`src/design/misc_cfg.svh`:
```
// ----------------------------------------
// Misc register block configuration
// Bus widths, region code, register index field,
// reload key and flash-select sequencer constants
// ----------------------------------------
`ifndef MISC_CFG_SVH
`define MISC_CFG_SVH

// Bus
`define MISC_ADDR_W 32
`define MISC_DATA_W 32

// Address decode, region in the top nibble
`define MISC_REGION_W 4
`define MISC_REGION_MISC 4'h2

// Register index taken from word address bits 6..2
`define MISC_IDX_W 5
`define MISC_IDX_LSB 2

// Register widths
`define MISC_GENIO_W 30
`define MISC_LED_W 16
`define MISC_BTN_W 8

// Read value for unmapped regions
`define MISC_BUSERR_DATA 32'hDEADBEEF

// Key expected in data bits 31..8 to arm the FPGA reload
`define MISC_RELOAD_KEY 24'hD0F1A5
`define MISC_RELOAD_KEY_LSB 8

// Flash-select sequencer
`define MISC_FSEL_CNT_W 3
`define MISC_FSEL_LOAD 3'd7
`define MISC_FSEL_C_HI 3'd5
`define MISC_FSEL_C_LO 3'd3

`endif

```
`src/design/misc_pkg.sv`:
```
// ----------------------------------------
// Shared types for the misc register block
// Register index enum, region type and
// address field helpers
// ----------------------------------------
`default_nettype none

`include "misc_cfg.svh"

package misc_pkg;

	// Registers kept in the misc region
	typedef enum logic [`MISC_IDX_W-1:0] {
		REG_LED       = 5'd0,
		REG_BTN       = 5'd1,
		REG_SOC_VER   = 5'd2,
		REG_FLASH_SEL = 5'd13,
		REG_GENIO_IN  = 5'd17,
		REG_GENIO_OUT = 5'd18,
		REG_GENIO_OE  = 5'd19,
		REG_GENIO_W2S = 5'd20,
		REG_GENIO_W2C = 5'd21
	} misc_reg_e;

	// Region code from the top address nibble
	typedef logic [`MISC_REGION_W-1:0] misc_region_t;

	function automatic misc_region_t misc_addr_region(input logic [`MISC_ADDR_W-1:0] addr);
		return addr[`MISC_ADDR_W-1 -: `MISC_REGION_W];
	endfunction

	// Unnamed indices pass through the cast and read back as zero
	function automatic misc_reg_e misc_addr_idx(input logic [`MISC_ADDR_W-1:0] addr);
		return misc_reg_e'(addr[`MISC_IDX_LSB +: `MISC_IDX_W]);
	endfunction

endpackage

`default_nettype wire

```
`src/design/misc_decode.sv`:
```
// ----------------------------------------
// Request decoder for the misc register block
// Accepts bus requests, classifies them by
// region and index, answers ready and bus error
// ----------------------------------------
`timescale 1ns/1ps
`default_nettype none

`include "misc_cfg.svh"

module misc_decode
	import misc_pkg::*;
(
	input  wire                     clk48m,
	input  wire                     rst,
	input  wire                     bus_valid_i,
	input  wire [`MISC_ADDR_W-1:0]  bus_addr_i,
	input  wire [3:0]               bus_wstrb_i,
	output logic                    acc_o,
	output logic                    wr_o,
	output misc_reg_e               reg_idx_o,
	output logic                    err_o,
	output logic                    bus_ready_o,
	output logic                    irq_bus_err_o
);

	misc_region_t region;

	// Accept only while no answer is on the bus
	assign acc_o = bus_valid_i && !bus_ready_o;

	// Any strobe bit makes it a write
	assign wr_o = |bus_wstrb_i;

	assign region    = misc_addr_region(bus_addr_i);
	assign reg_idx_o = misc_addr_idx(bus_addr_i);
	assign err_o     = (region != `MISC_REGION_MISC);

	// One-cycle answer, interrupt only for unmapped regions
	always_ff @(posedge clk48m) begin
		if (rst) begin
			bus_ready_o   <= 1'b0;
			irq_bus_err_o <= 1'b0;
		end else begin
			bus_ready_o   <= acc_o;
			irq_bus_err_o <= acc_o && err_o;
		end
	end

endmodule

`default_nettype wire

```
`src/design/misc_regs.sv`:
```
// ----------------------------------------
// Register writer for the misc register block
// LED, trace enable, GPIO out/oe with set and
// clear, flash select and reload arming
// ----------------------------------------
`timescale 1ns/1ps
`default_nettype none

`include "misc_cfg.svh"

module misc_regs
	import misc_pkg::*;
(
	input  wire                      clk48m,
	input  wire                      rst,
	input  wire                      acc_i,
	input  wire                      wr_i,
	input  wire                      err_i,
	input  misc_reg_e                reg_idx_i,
	input  wire                      wstrb0_i,
	input  wire [`MISC_DATA_W-1:0]   wdata_i,
	output logic [`MISC_LED_W-1:0]   led_o,
	output logic                     trace_en_o,
	output logic [`MISC_GENIO_W-1:0] genio_out_o,
	output logic [`MISC_GENIO_W-1:0] genio_oe_o,
	output logic                     fsel_d_o,
	output logic                     fsel_strobe_o,
	output logic                     reload_arm_o
);

	logic                     wr_en;
	logic [`MISC_GENIO_W-1:0] genio_data;
	logic                     key_match;

	// Only byte lane 0 commits a write
	assign wr_en = acc_i && wr_i && !err_i && wstrb0_i;

	assign genio_data = wdata_i[`MISC_GENIO_W-1:0];
	assign key_match  = (wdata_i[`MISC_DATA_W-1:`MISC_RELOAD_KEY_LSB] == `MISC_RELOAD_KEY);

	always_ff @(posedge clk48m) begin
		if (rst) begin
			led_o         <= '0;
			trace_en_o    <= 1'b0;
			genio_out_o   <= '0;
			genio_oe_o    <= '0;
			fsel_d_o      <= 1'b0;
			fsel_strobe_o <= 1'b0;
			reload_arm_o  <= 1'b0;
		end else begin
			fsel_strobe_o <= 1'b0;
			if (wr_en) begin
				case (reg_idx_i)
					REG_LED: begin
						led_o <= wdata_i[`MISC_LED_W-1:0];
					end
					REG_SOC_VER: begin
						trace_en_o <= wdata_i[0];
					end
					REG_GENIO_OUT: begin
						genio_out_o <= genio_data;
					end
					REG_GENIO_OE: begin
						genio_oe_o <= genio_data;
					end
					REG_GENIO_W2S: begin
						genio_out_o <= genio_out_o | genio_data;
					end
					REG_GENIO_W2C: begin
						genio_out_o <= genio_out_o & ~genio_data;
					end
					REG_FLASH_SEL: begin
						fsel_d_o      <= wdata_i[0];
						fsel_strobe_o <= 1'b1;
						// Reload stays armed until reset
						if (key_match) begin
							reload_arm_o <= 1'b1;
						end
					end
					default: begin
						// Read-only or unmapped, nothing to store
					end
				endcase
			end
		end
	end

endmodule

`default_nettype wire

```
`src/design/misc_readback.sv`:
```
// ----------------------------------------
// Result stage for the misc register block
// Selects and registers the read word
// ----------------------------------------
`timescale 1ns/1ps
`default_nettype none

`include "misc_cfg.svh"

module misc_readback
	import misc_pkg::*;
(
	input  wire                      clk48m,
	input  wire                      rst,
	input  wire                      acc_i,
	input  wire                      err_i,
	input  misc_reg_e                reg_idx_i,
	input  wire [`MISC_BTN_W-1:0]    btn_i,
	input  wire [`MISC_GENIO_W-1:0]  genio_in_i,
	input  wire [`MISC_LED_W-1:0]    led_i,
	input  wire                      trace_en_i,
	input  wire [`MISC_GENIO_W-1:0]  genio_out_i,
	input  wire [`MISC_GENIO_W-1:0]  genio_oe_i,
	input  wire                      fsel_d_i,
	output logic [`MISC_DATA_W-1:0]  bus_rdata_o
);

	localparam int GPAD = `MISC_DATA_W - `MISC_GENIO_W;

	logic [`MISC_DATA_W-1:0] rd_word;

	always_comb begin
		rd_word = '0;
		if (err_i) begin
			rd_word = `MISC_BUSERR_DATA;
		end else begin
			case (reg_idx_i)
				REG_LED:       rd_word = {{(`MISC_DATA_W - `MISC_LED_W){1'b0}}, led_i};
				// Buttons are active low on the board
				REG_BTN:       rd_word = {{(`MISC_DATA_W - `MISC_BTN_W){1'b0}}, ~btn_i};
				// Version field reads 0, bit 0 shows trace enable
				REG_SOC_VER:   rd_word = {{(`MISC_DATA_W - 1){1'b0}}, trace_en_i};
				REG_FLASH_SEL: rd_word = {{(`MISC_DATA_W - 1){1'b0}}, fsel_d_i};
				REG_GENIO_IN:  rd_word = {{GPAD{1'b0}}, genio_in_i};
				REG_GENIO_OUT: rd_word = {{GPAD{1'b0}}, genio_out_i};
				REG_GENIO_OE:  rd_word = {{GPAD{1'b0}}, genio_oe_i};
				default:       rd_word = '0;
			endcase
		end
	end

	// Sampled with the accept, so a write returns the old value
	always_ff @(posedge clk48m) begin
		if (rst) begin
			bus_rdata_o <= '0;
		end else if (acc_i) begin
			bus_rdata_o <= rd_word;
		end
	end

endmodule

`default_nettype wire

```
`src/design/flash_reload_seq.sv`:
```
// ----------------------------------------
// Flash-select clock pulse and FPGA reload
// sequencer driving fsel_c and PROGRAMN
// ----------------------------------------
`timescale 1ns/1ps
`default_nettype none

`include "misc_cfg.svh"

module flash_reload_seq (
	input  wire  clk48m,
	input  wire  rst,
	input  wire  fsel_strobe_i,
	input  wire  reload_arm_i,
	output logic fsel_c_o,
	output logic programn_o
);

	logic [`MISC_FSEL_CNT_W-1:0] fsel_cnt;
	logic                        reload;

	// Clock the select flop in the middle of the count so fsel_d has settled
	assign fsel_c_o = (fsel_cnt <= `MISC_FSEL_C_HI) && (fsel_cnt >= `MISC_FSEL_C_LO);

	assign programn_o = ~reload;

	always_ff @(posedge clk48m) begin
		if (rst) begin
			fsel_cnt <= '0;
			reload   <= 1'b0;
		end else if (fsel_strobe_i) begin
			fsel_cnt <= `MISC_FSEL_LOAD;
		end else if (fsel_cnt != '0) begin
			fsel_cnt <= fsel_cnt - 1'b1;
			// Pull PROGRAMN only after the select pulse is done
			if (fsel_cnt == 'd1 && reload_arm_i) begin
				reload <= 1'b1;
			end
		end
	end

	// Select pulse is three cycles wide, starting three cycles after the strobe
	a_fsel_c_pulse: assert property (
		@(posedge clk48m) disable iff (rst)
		fsel_strobe_i |-> ##3 fsel_c_o [*3] ##1 !fsel_c_o
	);

endmodule

`default_nettype wire

```
`src/design/misc_top.sv`:
```
// ----------------------------------------
// Misc register block top level
// Decoder, register writer, readback stage
// and flash reload sequencer
// ----------------------------------------
`timescale 1ns/1ps
`default_nettype none

`include "misc_cfg.svh"

module misc_top
	import misc_pkg::*;
(
	input  wire                      clk48m,
	input  wire                      rst,
	input  wire                      bus_valid_i,
	input  wire [`MISC_ADDR_W-1:0]   bus_addr_i,
	input  wire [`MISC_DATA_W-1:0]   bus_wdata_i,
	input  wire [3:0]                bus_wstrb_i,
	output wire                      bus_ready_o,
	output wire [`MISC_DATA_W-1:0]   bus_rdata_o,
	input  wire [`MISC_BTN_W-1:0]    btn_i,
	input  wire [`MISC_GENIO_W-1:0]  genio_in_i,
	output wire [`MISC_LED_W-1:0]    led_o,
	output wire                      trace_en_o,
	output wire [`MISC_GENIO_W-1:0]  genio_out_o,
	output wire [`MISC_GENIO_W-1:0]  genio_oe_o,
	output wire                      fsel_d_o,
	output wire                      fsel_c_o,
	output wire                      programn_o,
	output wire                      irq_bus_err_o
);

	wire       acc;
	wire       wr;
	wire       err;
	misc_reg_e reg_idx;
	wire       fsel_strobe;
	wire       reload_arm;

	misc_decode u_misc_decode (
		.clk48m        (clk48m),
		.rst           (rst),
		.bus_valid_i   (bus_valid_i),
		.bus_addr_i    (bus_addr_i),
		.bus_wstrb_i   (bus_wstrb_i),
		.acc_o         (acc),
		.wr_o          (wr),
		.reg_idx_o     (reg_idx),
		.err_o         (err),
		.bus_ready_o   (bus_ready_o),
		.irq_bus_err_o (irq_bus_err_o)
	);

	misc_regs u_misc_regs (
		.clk48m        (clk48m),
		.rst           (rst),
		.acc_i         (acc),
		.wr_i          (wr),
		.err_i         (err),
		.reg_idx_i     (reg_idx),
		.wstrb0_i      (bus_wstrb_i[0]),
		.wdata_i       (bus_wdata_i),
		.led_o         (led_o),
		.trace_en_o    (trace_en_o),
		.genio_out_o   (genio_out_o),
		.genio_oe_o    (genio_oe_o),
		.fsel_d_o      (fsel_d_o),
		.fsel_strobe_o (fsel_strobe),
		.reload_arm_o  (reload_arm)
	);

	misc_readback u_misc_readback (
		.clk48m      (clk48m),
		.rst         (rst),
		.acc_i       (acc),
		.err_i       (err),
		.reg_idx_i   (reg_idx),
		.btn_i       (btn_i),
		.genio_in_i  (genio_in_i),
		.led_i       (led_o),
		.trace_en_i  (trace_en_o),
		.genio_out_i (genio_out_o),
		.genio_oe_i  (genio_oe_o),
		.fsel_d_i    (fsel_d_o),
		.bus_rdata_o (bus_rdata_o)
	);

	flash_reload_seq u_flash_reload_seq (
		.clk48m        (clk48m),
		.rst           (rst),
		.fsel_strobe_i (fsel_strobe),
		.reload_arm_i  (reload_arm),
		.fsel_c_o      (fsel_c_o),
		.programn_o    (programn_o)
	);

endmodule

`default_nettype wire

```
`config.mk`:
```
export PLATFORM = sky130hd
export DESIGN_NAME = misc_top
export DESIGN_NICKNAME = d
export VERILOG_FILES = /design/src/design/misc_pkg.sv /design/src/design/misc_decode.sv /design/src/design/misc_regs.sv /design/src/design/misc_readback.sv /design/src/design/flash_reload_seq.sv /design/src/design/misc_top.sv
export VERILOG_INCLUDE_DIRS = /design/src /design/src/design
export SDC_FILE = /design/constraint.sdc
export NUM_CORES = 1
export LEC_CHECK = 0
export ABC_AREA = 1
export BUFFER_PORTS_ARGS = -buffer_cell sky130_fd_sc_hd__buf_2
export CORE_MARGIN = 3
export CORE_UTILIZATION = 56
export CTS_BUF_LIST = sky130_fd_sc_hd__clkbuf_8
export DETAILED_ROUTE_END_ITERATION = 7
export PLACE_DENSITY = 0.95
export SETUP_SLACK_MARGIN = 0.3
export SLEW_MARGIN = 10
export SYNTH_ARGS = -nofsm -noshare
export SYNTH_HDL_FRONTEND = slang
export SYNTH_SLANG_ARGS = --single-unit
```
`constraint.sdc`:
```
create_clock -name clk48m -period 2.65 [get_ports clk48m]
set_input_delay 0.53 -clock clk48m [delete_from_list [all_inputs] [get_ports clk48m]]
set_output_delay 0.53 -clock clk48m [all_outputs]
set_load 0.01 [all_outputs]
```
==> flow_summary.toml, run 1 <==
[clocking]
h_tree_lvl_count = 4
clk_root_buffer_cell = "clkbuf_8"
cts_resized = 0
clock_insertion_delay_worst_skew_ps = 430
clock_buffer_depth = 2
cts_tree = "done"
post_cts.repair.setup_buffers = 0
clock_sinks = 117
numCtsBuffers = 17
cts_hold_buffers = 0
cts.reportedPaths.clkPinSlew_ps = 80

[yosys]
yosys-top-cells-area = "dfxtp_1, nand2_1, nor2_1"
synth.avg_cell_area_sq_um = 6.42
synth_top_flop_cell = "dfxtp_1"
synth_enable_flop_cells = 0
synth_area_sq_mm = 0.00618
synth_fp_nets = 1075
synth_cells = 962
synth_area_leader_cell = "dfxtp_1"
yosys.cell_types.count = 26
yosysSeqAreaShare_pct = 37.9
post-synth-top-area-fraction_pct = 37.9
synth.yosys.warnings = 0
synth-async-reset-ratio_pct = 0
synth-seq-cells = 117

[floorplan]
die_h_um = 111
floorplan.core_area_sq_mm = 0.0105
die_x_um = 111
die_area_sq_mm = 0.0123
initial_utilization_pct = 58.8
rows = 37
io-pin-count = 223

[cells_and_area]
share_of_cells_above_drive_strength_1_pct = 23.4
final_net_count = 1250
final_core_utilization_pct = 72.4
multi_input_comb_area_sq_mm = 0.00324
final-seq-area_sq_mm = 0.00234
layout-area-overhead-vs-synth_pct = 23.1
fillCellCount = 864

[timing]
timing.final.hold_violations = 0
tightest_slew_ps = 714
finalSetupViolations = 0
final_period_minus_worst_setup_slack_ps = 2040
timing.max_slew.rel_slack_pct = 52.4
fin_setup_tns_ps = 0
timing.final.max_slew_violations = 0
maximum_clock_frequency_mhz = 491
finClkSkew_ps = 12.6
worst_hold_slack_ps = 385
grt_setup_unrepaired = "false"
period_share_pct = 76.9

[drt]
route.detailed.drc = 0
routed-via-count = 7514
detail_route.first_pass.iterations = 8
detail_route.vias_per_cell = 5.84
final_antenna_net_count = 0
finalWirelength_mm = 21.0
routed_wire_length_per_instance_um = 16.3
first_iter_violations = 1101

[pwr]
swShare_pct = 29.4
power.net_switching_mw = 1.19
power.share.sequential_pct = 45.7
max-vdd-ir-drop_v = 0.000299
clockPowerShare_pct = 40.3
p_comb_share_pct = 14.0
internal-power_mw = 2.86
powerDensity_mw_per_mm2 = 532
power_leakage_nw = 3.62

[worst_setup_path]
crit_family = "flip-flops"
worstPathRequired_ps = 2120
ff2ff_setup_slack_ps = 720
critPathCapture = "fsel_c_o"
regToRegStartpoint = "u_misc_decode.bus_ready_o$_SDFF_PP0_"
path_cells = "inv_1 > ha_1 > nor2_1 > a22oi_1 > buf_2"
crit_path_max_fanout = 4
ff2ff_path_depth = 7
setup.worst_path.end_class = "output port"
timing.critical_path.arrival_ps = 1510
critical_path.n_buffers_inverters = 2
max_stage_delay_ps = 350
critical_path.startpoint_type = "register"
cell_with_the_largest_stage_delay_on_the_worst_path = "dfxtp_1"
crit_type = "register to output port"
total_number_of_cells_along_the_worst_setup_path = 5
cp-startpoint = "u_flash_reload_seq.fsel_cnt[1]$_SDFFE_PP0P_"
r2r_end = "u_misc_regs.led_o[6]$_SDFFE_PP0P_"

[grt]
grt_start_max_net_pins = 67
grt_pass1_vias = 6733
grt_antenna_before_repair = 1
grt.total_usage_pct = 33.0
grt_overflow = 0
first_pass_grt_wire_length_mm = 33.5

[hold_path]
min_from = "bus_wdata_i[19]"
hold_crit_path_type = "input port to register"

[place]
hpwlAfterDp_mm = 14.8
place.gp.congestion = 0.934
port_buffers = 196

[run_status]
outcome = "finished, final reports clean"

[flow_run]
cap_viol_max_count = 0
routing by layer:
metal	share of wire, %	GRT usage, %	vias to the layer above
li1	-	-	3505
met1	39	43.5	3401
met2	44	50.5	511
met3	12	8.79	97
met4	4.5	15.3	0
met5	0	0	-
per-stage QoR:
| step | setup WS, ps | instances | instance area, sq um | power, mW |
|---|---|---|---|---|
| 5_1_grt | 507 | 1287 | 7610 | 4.18 |
| 2_1_floorplan | 899 | 962 | 6180 | 2.23 |
| 3_3_place_gp | 467 | 1254 | 7210 | 2.42 |
| 4_1_cts | 592 | 1286 | 7600 | 4.03 |
| 6_report | 613 | 1287 | 7610 | 4.05 |
| 3_5_place_dp | 423 | 1254 | 7210 | 2.45 |
cell usage after synthesis, types with 2 or more instances:
master    count
a21oi_1     107
buf_1         4
buf_2        27
buf_4         4
buf_6         2
clkbuf_1     24
clkinv_1      2
dfxtp_1     117
ha_1          4
inv_1        73
inv_2         7
nand2_1     254
nand2_2       3
nand3_1      34
nand3_2       2
nand4_1      56
nor2_1      144
nor2_2        3
nor2_4        4
nor3_1        3
o211ai_1     28
o21ai_0      56
layout by cell type (no fill, tap or decap), drive strengths merged:
master    instances
a22oi             1
clkbuf           17
buf             217
diode             1
nand4            56
bufinv            2
ha                4
nand2           257
nand3            36
or2               1
clkinv            9
clkinvlp          4
nor2            151
inv              83
o21ai            56
o211ai           28
a211oi            1
nor3              3
a21oi           107
dfxtp           117
final cells by class:
type | count | area share (%)
multi-input cells | 701 | 42.6
inverters | 83 | 4.11
diodes | 1 | 0.0329
clock inverters | 15 | 2.06
clock buffers | 17 | 3.08
repair buffers | 217 | 15.1
well taps | 136 | 2.24
flip-flops and latches | 117 | 30.8
power groups by stage:
| stage | Sequential, mW | Combinational, mW | Clock, mW |
|---|---|---|---|
| 3_3_place_gp | 1.88 | 0.540 | 0 |
| 4_1_cts | 1.85 | 0.561 | 1.62 |
| 5_1_grt | 1.86 | 0.632 | 1.69 |
| 6_report | 1.85 | 0.569 | 1.63 |
| 3_5_place_dp | 1.89 | 0.558 | 0 |
| 2_1_floorplan | 1.90 | 0.339 | 0 |
cell families after synthesis:
logic type / Yosys count / synth area share [%]
AOI/OAI and AO/OA: 193 / 16.9
adders and majority gates: 4 / 0.810
buffers and inverters: 144 / 9.80
DFF: 117 / 37.9
and+or+nand+nor: 504 / 34.6
flip-flops by register name, indices dropped and copies added (netlist names):
register                     count
u_misc_regs.trace_en_o           1
u_misc_decode.bus_ready_o        1
u_misc_regs.genio_out_o         30
u_misc_regs.genio_oe_o          30
u_flash_reload_seq.reload        1
u_misc_readback.bus_rdata_o     31
u_flash_reload_seq.fsel_cnt      3
u_misc_decode.irq_bus_err_o      1
u_misc_regs.fsel_d_o             1
u_misc_regs.fsel_strobe_o        1
u_misc_regs.reload_arm_o         1
u_misc_regs.led_o               16
worst reg2reg max path, stage by stage (launching register included):
cell and delay, ps:
dfxtp_1 310, or2_1 250, nor2_2 170, nand2_2 160, nor2_4 330, clkinv_1 350, nor2_1 210, nor2_1 60
worst min-delay path by stage:
| stage | endpoint | slack [ps] | depth (start not counted) |
|---|---|---|---|
| 2_1_floorplan | u_misc_regs.reload_arm_o$_SDFFE_PP0P_ | 430 | 2 |
| 3_3_place_gp | u_flash_reload_seq.reload$_SDFFE_PP0P_ | 450 | 2 |
| 3_5_place_dp | u_flash_reload_seq.reload$_SDFFE_PP0P_ | 450 | 2 |
| 4_1_cts | u_misc_regs.genio_oe_o[19]$_SDFFE_PP0P_ | 380 | 3 |
| 5_1_grt | u_misc_regs.genio_oe_o[19]$_SDFFE_PP0P_ | 390 | 3 |
| 6_report | u_misc_regs.genio_oe_o[19]$_SDFFE_PP0P_ | 390 | 3 |
No activity file was read; power rests on OpenSTA's default activity.
==> inputs of run 2 (changes only) <==
Settings changed: CORE_UTILIZATION 56 to 47, PLACE_DENSITY 0.95 to 0.9.
Clock period 2.65 ns to 1.7 ns, I/O delays scaled along.
==> run 2 against run 1 <==
Via count is 18% higher. First-iteration DRC count rose by 57%. Largest power group unchanged. Die area is 18% higher. Worst setup slack worse by 670 ps. Cell count rose by 9.2%. The flow now finishes with violations (DRC, setup timing). Highest routed layer unchanged. Critical path type is now register to register.
==> flow_summary.toml, run 2 (same netlist as run 1, synthesis figures left out) <==
[run_status]
outcome = "complete, but fails checks"
violations = "DRC, setup timing"

[worst_setup_path]
timing.critical_path.arrival_ps = 2150
setup.worst_path.end_class = "register"
ff2ff_setup_slack_ps = -60
crit_path_max_fanout = 8
critical_path.startpoint_type = "register"
worstPathRequired_ps = 2090
ff2ff_path_depth = 8
crit_type = "register to register"

[grt]
grt_start_max_net_pins = 67
grt_pass1_vias = 7212
grt_overflow = 0
grt.total_usage_pct = 32.6
grt_antenna_before_repair = 2
first_pass_grt_wire_length_mm = 37.6

[cells_and_area]
final_core_utilization_pct = 77.5
number_of_flip_flops_under_the_largest_register_name = 31
multi_input_comb_area_sq_mm = 0.00418
final-seq-area_sq_mm = 0.00240
largest_register = "u_misc_readback.bus_rdata_o"
reg.largest.list = "u_misc_readback.bus_rdata_o x31, u_misc_regs.genio_oe_o x30, u_misc_regs.genio_out_o x30"
highest_count_cells_in_the_layout_ignoring_fill_and_taps = "nand2_1, buf_2, nor2_1, dfxtp_1, inv_1"
fillCellCount = 762
post-route-cell-area_sq_mm = 0.00986
share_of_cells_above_drive_strength_1_pct = 47.4
layout.cells.most_common = "nand2_1"
layout-area-overhead-vs-synth_pct = 59.7
final_net_count = 1331

[pwr]
powerDensity_mw_per_mm2 = 688
power_leakage_nw = 4.42
max-vdd-ir-drop_v = 0.000387
post-layout-total-power_mw = 6.79

[floorplan]
initial_utilization_pct = 48.6
die_x_um = 121
floorplan.core_area_sq_mm = 0.0127
rows = 41
die_h_um = 121
die_area_sq_mm = 0.0146
io-pin-count = 223

[drt]
detail_route.first_pass.iterations = 8
first_iter_violations = 1729
route.detailed.drc = 1
final_antenna_net_count = 0
routed_wire_length_per_instance_um = 22.1
detail_route.vias_per_cell = 6.33
routed-via-count = 8892
finalWirelength_mm = 31.1

[timing]
finalSetupViolations = 4
worst_hold_slack_ps = 182
postLayoutSetupSlackWorst_ps = -55.2
grt_setup_unrepaired = "true"
period_share_pct = 103
timing.final.hold_violations = 0
finClkSkew_ps = 15.4
timing.final.max_slew_violations = 0
maximum_clock_frequency_mhz = 570
timing.max_slew.rel_slack_pct = 70.0
tightest_slew_ps = 450
final_period_minus_worst_setup_slack_ps = 1760

[clocking]
clock_insertion_delay_worst_skew_ps = 470
clock_buffer_depth = 2
clock_sinks = 117
cts_tree = "done"
cts.reportedPaths.clkPinSlew_ps = 80
clk_root_buffer_cell = "clkbuf_8"
cts_hold_buffers = 0
numCtsBuffers = 17
h_tree_lvl_count = 4

[flow_run]
cap_viol_max_count = 0

[place]
port_buffers = 196
hpwlAfterDp_mm = 15.8
place.gp.congestion = 0.934
dpl-instance-area_sq_mm = 0.00763

[hold_path]
hold_crit_path_type = "input port to register"
worst_hold_path.num_cells = 3
==> run 2: power breakdown <==
part / internal (mW) / switching, mW / leakage, nW
Clock: 1.25 / 1.34 / 0.189
Sequential: 2.83 / 0.0820 / 0.970
Combinational: 0.532 / 0.762 / 3.27
Total: 4.61 / 2.18 / 4.42
==> run 2: stage by stage <==
step / setup TNS [ps] / instances / setup WS, ps
after floorplan: 0 / 962 / 213
after CTS: 0 / 1389 / 21.0
after global placement: 0 / 1323 / 12.3
after global routing: -1340 / 1405 / -114
after detailed placement: -146 / 1323 / -28.2
final: -112 / 1405 / -55.2
==> run 2: area by class of cell <==
class                           instances  share of cell area, %
Timing Repair inverter                  1                 0.0634
Clock buffer                           19                   2.65
Clock inverter                         13                   1.26
Multi-Input combinational cell        701                   42.4
Inverter                               83                   3.64
Tap cell                              172                   2.18
Sequential cell                       117                   24.3
Antenna cell                            2                 0.0507
Timing Repair Buffer                  297                   23.4
==> run 2: critical path: stages (launching register included) <==
cell and delay (ps):
dfxtp_2 320, or2_4 240, nor2_4 140, nand2_4 120, buf_6 140, nor2_4 240, buf_6 200, o21ai_2 90
a21oi_2 170
==> run 2: worst paths after layout <==
path | from | to
max reg2reg | u_misc_decode.bus_ready_o$_SDFF_PP0_ | u_misc_regs.led_o[14]$_SDFFE_PP0P_
min | bus_wdata_i[25] | u_misc_regs.genio_oe_o[25]$_SDFFE_PP0P_
min reg2reg | u_flash_reload_seq.reload$_SDFFE_PP0P_ | u_flash_reload_seq.reload$_SDFFE_PP0P_
max | u_misc_decode.bus_ready_o$_SDFF_PP0_ | u_misc_regs.led_o[14]$_SDFFE_PP0P_
==> run 2: layer usage <==
metal,track usage [%],wire length (um)
met5,0,0
met4,16.6,2750
met3,8.14,4310
met2,52.7,13600
met1,40.2,10400
==> run 2: repair_timing <==
item                       4_1_cts  5_1_grt
gates resized for setup        221      202
cloned                          14        2
setup endpoints to repair      102      134
pin swaps                       70       59
buffers inserted                20       12
==> inputs of run 3 (changes only) <==
Settings changed: CELL_PAD_IN_SITES_DETAIL_PLACEMENT set to 0, CELL_PAD_IN_SITES_GLOBAL_PLACEMENT set to 1, CORE_UTILIZATION 47 to 31, CTS_BUF_LIST sky130_fd_sc_hd__clkbuf_8 to sky130_fd_sc_hd__clkbuf_4, PLACE_DENSITY 0.9 to 0.89.
==> run 3 against run 2 <==
The run ends with setup timing left. Combinational power barely moved. Non-clock buffer count rose by 93. First-iteration DRC count fell by 60%. Die area rose by 49%. Maximum frequency fell by 4.2%. Critical path type is now register to output port. Count of clock-buffer cells in the layout rose by 1.
==> flow_summary.toml, run 3 (same netlist as run 1, synthesis figures left out) <==
[drt]
route.detailed.drc = 0
first_iter_violations = 691
detail_route.first_pass.iterations = 8
finalWirelength_mm = 30.3
routed-via-count = 8486
detail_route.vias_per_cell = 5.32
final_antenna_net_count = 0
routed_wire_length_per_instance_um = 19.0

[worst_setup_path]
setup.worst_path.end_class = "output port"
worstPathRequired_ps = 1360
path_cells = "inv_4 > buf_6 > nand2_2 > a22oi_1 > buf_2"
max_stage_delay_ps = 380
crit_type = "register to output port"
timing.critical_path.arrival_ps = 1490
critical_path.startpoint_type = "register"
crit_family = "flip-flops"
critical_path.n_buffers_inverters = 3
crit_path_max_fanout = 3
cell_with_the_largest_stage_delay_on_the_worst_path = "dfxtp_4"

[pwr]
p_comb_share_pct = 20.1
swShare_pct = 30.1
max-vdd-ir-drop_v = 0.000367
internal-power_mw = 4.55
power_leakage_nw = 5.43
post-layout-total-power_mw = 6.51
power.share.sequential_pct = 44.2
power.net_switching_mw = 1.96
powerDensity_mw_per_mm2 = 558
clockPowerShare_pct = 35.7

[grt]
grt_antenna_before_repair = 6
grt_start_max_net_pins = 41
grt_overflow = 0
grt.total_usage_pct = 25.5
first_pass_grt_wire_length_mm = 43.4
grt_pass1_vias = 7983

[timing]
timing.max_slew.rel_slack_pct = 62.5
timing.final.max_slew_violations = 0
maximum_clock_frequency_mhz = 546
period_share_pct = 108
grt_setup_unrepaired = "true"
timing.final.hold_violations = 0
final_period_minus_worst_setup_slack_ps = 1830
tightest_slew_ps = 563
worst_hold_slack_ps = 67.9
finClkSkew_ps = 19.3
finalSetupViolations = 1
postLayoutSetupSlackWorst_ps = -131

[place]
port_buffers = 196
hpwlAfterDp_mm = 17.6
dpl-instance-area_sq_mm = 0.00780
place.gp.congestion = 0.921

[clocking]
clk_root_buffer_cell = "clkbuf_4"
clock_sinks = 117
h_tree_lvl_count = 4
cts.reportedPaths.clkPinSlew_ps = 110
cts_tree = "done"
numCtsBuffers = 17
clock_insertion_delay_worst_skew_ps = 560
clock_buffer_depth = 2

[floorplan]
die_h_um = 147
rows = 51
die_x_um = 147
io-pin-count = 223
floorplan.core_area_sq_mm = 0.0195
die_area_sq_mm = 0.0217
initial_utilization_pct = 31.6

[cells_and_area]
fillCellCount = 1595
share_of_cells_above_drive_strength_1_pct = 58.4
reg.largest.list = "u_misc_readback.bus_rdata_o x31, u_misc_regs.genio_oe_o x30, u_misc_regs.genio_out_o x30"
final-seq-area_sq_mm = 0.00256
layout.cells.most_common = "nand2_1"
layout-area-overhead-vs-synth_pct = 88.8
post-route-cell-area_sq_mm = 0.0117
final_core_utilization_pct = 59.7
largest_register = "u_misc_readback.bus_rdata_o"
highest_count_cells_in_the_layout_ignoring_fill_and_taps = "nand2_1, buf_4, nor2_1, buf_6, buf_2"
multi_input_comb_area_sq_mm = 0.00439
final_net_count = 1425
number_of_flip_flops_under_the_largest_register_name = 31

[run_status]
outcome = "complete, but fails checks"
violations = "setup timing"

[flow_run]
cap_viol_max_count = 0

[hold_path]
hold_crit_path_type = "input port to register"
-- run 3: changes by cell type in the layout (fill, tap and decap cells not counted), moves of 20 or more --
cell,before,now
nand2_4,40,60
nand2_1,204,182
buf_6,24,120
clkbuf_4,0,20
dfxtp_1,78,4
buf_2,195,102
dfxtp_2,36,83
dfxtp_4,3,30
buf_4,42,130
-- run 3: layout make-up --
cell class | instances | area share (%)
Clock inverter | 12 | 1.37
Antenna cell | 6 | 0.129
Timing Repair Buffer | 390 | 31.3
Multi-Input combinational cell | 701 | 37.6
Inverter | 83 | 3.23
Tap cell | 265 | 2.84
Sequential cell | 117 | 21.9
Timing Repair inverter | 2 | 0.236
Clock buffer | 20 | 1.29
-- run 3: power groups by stage --
stage	clock, mW	sequential, mW	combinational [mW]
after floorplan	0	2.95	0.535
after global placement	0	2.94	0.926
after detailed placement	0	2.94	0.945
after CTS	2.31	2.85	1.16
after global routing	2.46	2.89	1.43
final	2.32	2.88	1.31
-- run 3: worst paths after layout --
path / startpoint / to / slack [ps] / cells after the start
min reg2reg: u_misc_readback.bus_rdata_o[20]$_SDFFE_PP0N_ / u_misc_readback.bus_rdata_o[20]$_SDFFE_PP0N_ / 480 / 2
min: bus_wdata_i[19] / u_misc_regs.genio_oe_o[19]$_SDFFE_PP0P_ / 70 / 3
max reg2reg: u_misc_decode.bus_ready_o$_SDFF_PP0_ / u_misc_regs.genio_oe_o[4]$_SDFFE_PP0P_ / 20 / 9
max: u_flash_reload_seq.fsel_cnt[1]$_SDFFE_PP0P_ / fsel_c_o / -130 / 5
-- run 3: through the flow --
step	instances	TNS (ps)	worst slack (ps)
2_1_floorplan	962	0	213
3_3_place_gp	1421	-301	-112
3_5_place_dp	1421	-1320	-120
4_1_cts	1576	-157	-157
5_1_grt	1596	-272	-241
6_report	1596	-131	-131
-- run 3: timing repair --
item	CTS	global route
buffers inserted	106	13
pin swaps	86	77
cloned	17	1
setup endpoints to repair	201	213
hold buffers	0	0
resized for setup	494	212
-- run 3: layer usage --
layer  global-route usage (%)  share of wire, %
met4                     13.0               5.6
met5                        0                 0
met2                     42.6                49
met3                     6.60               8.0
met1                     30.2                37
-- run 3: worst reg2reg max path: cells and delay by family, from the launching register on --
kind / cells / cell delay [ps]
AND/OR/NAND/NOR: 5 / 810
AO/OA/AOI/OAI: 1 / 60
flip-flops: 1 / 330
buffers and inverters: 3 / 400
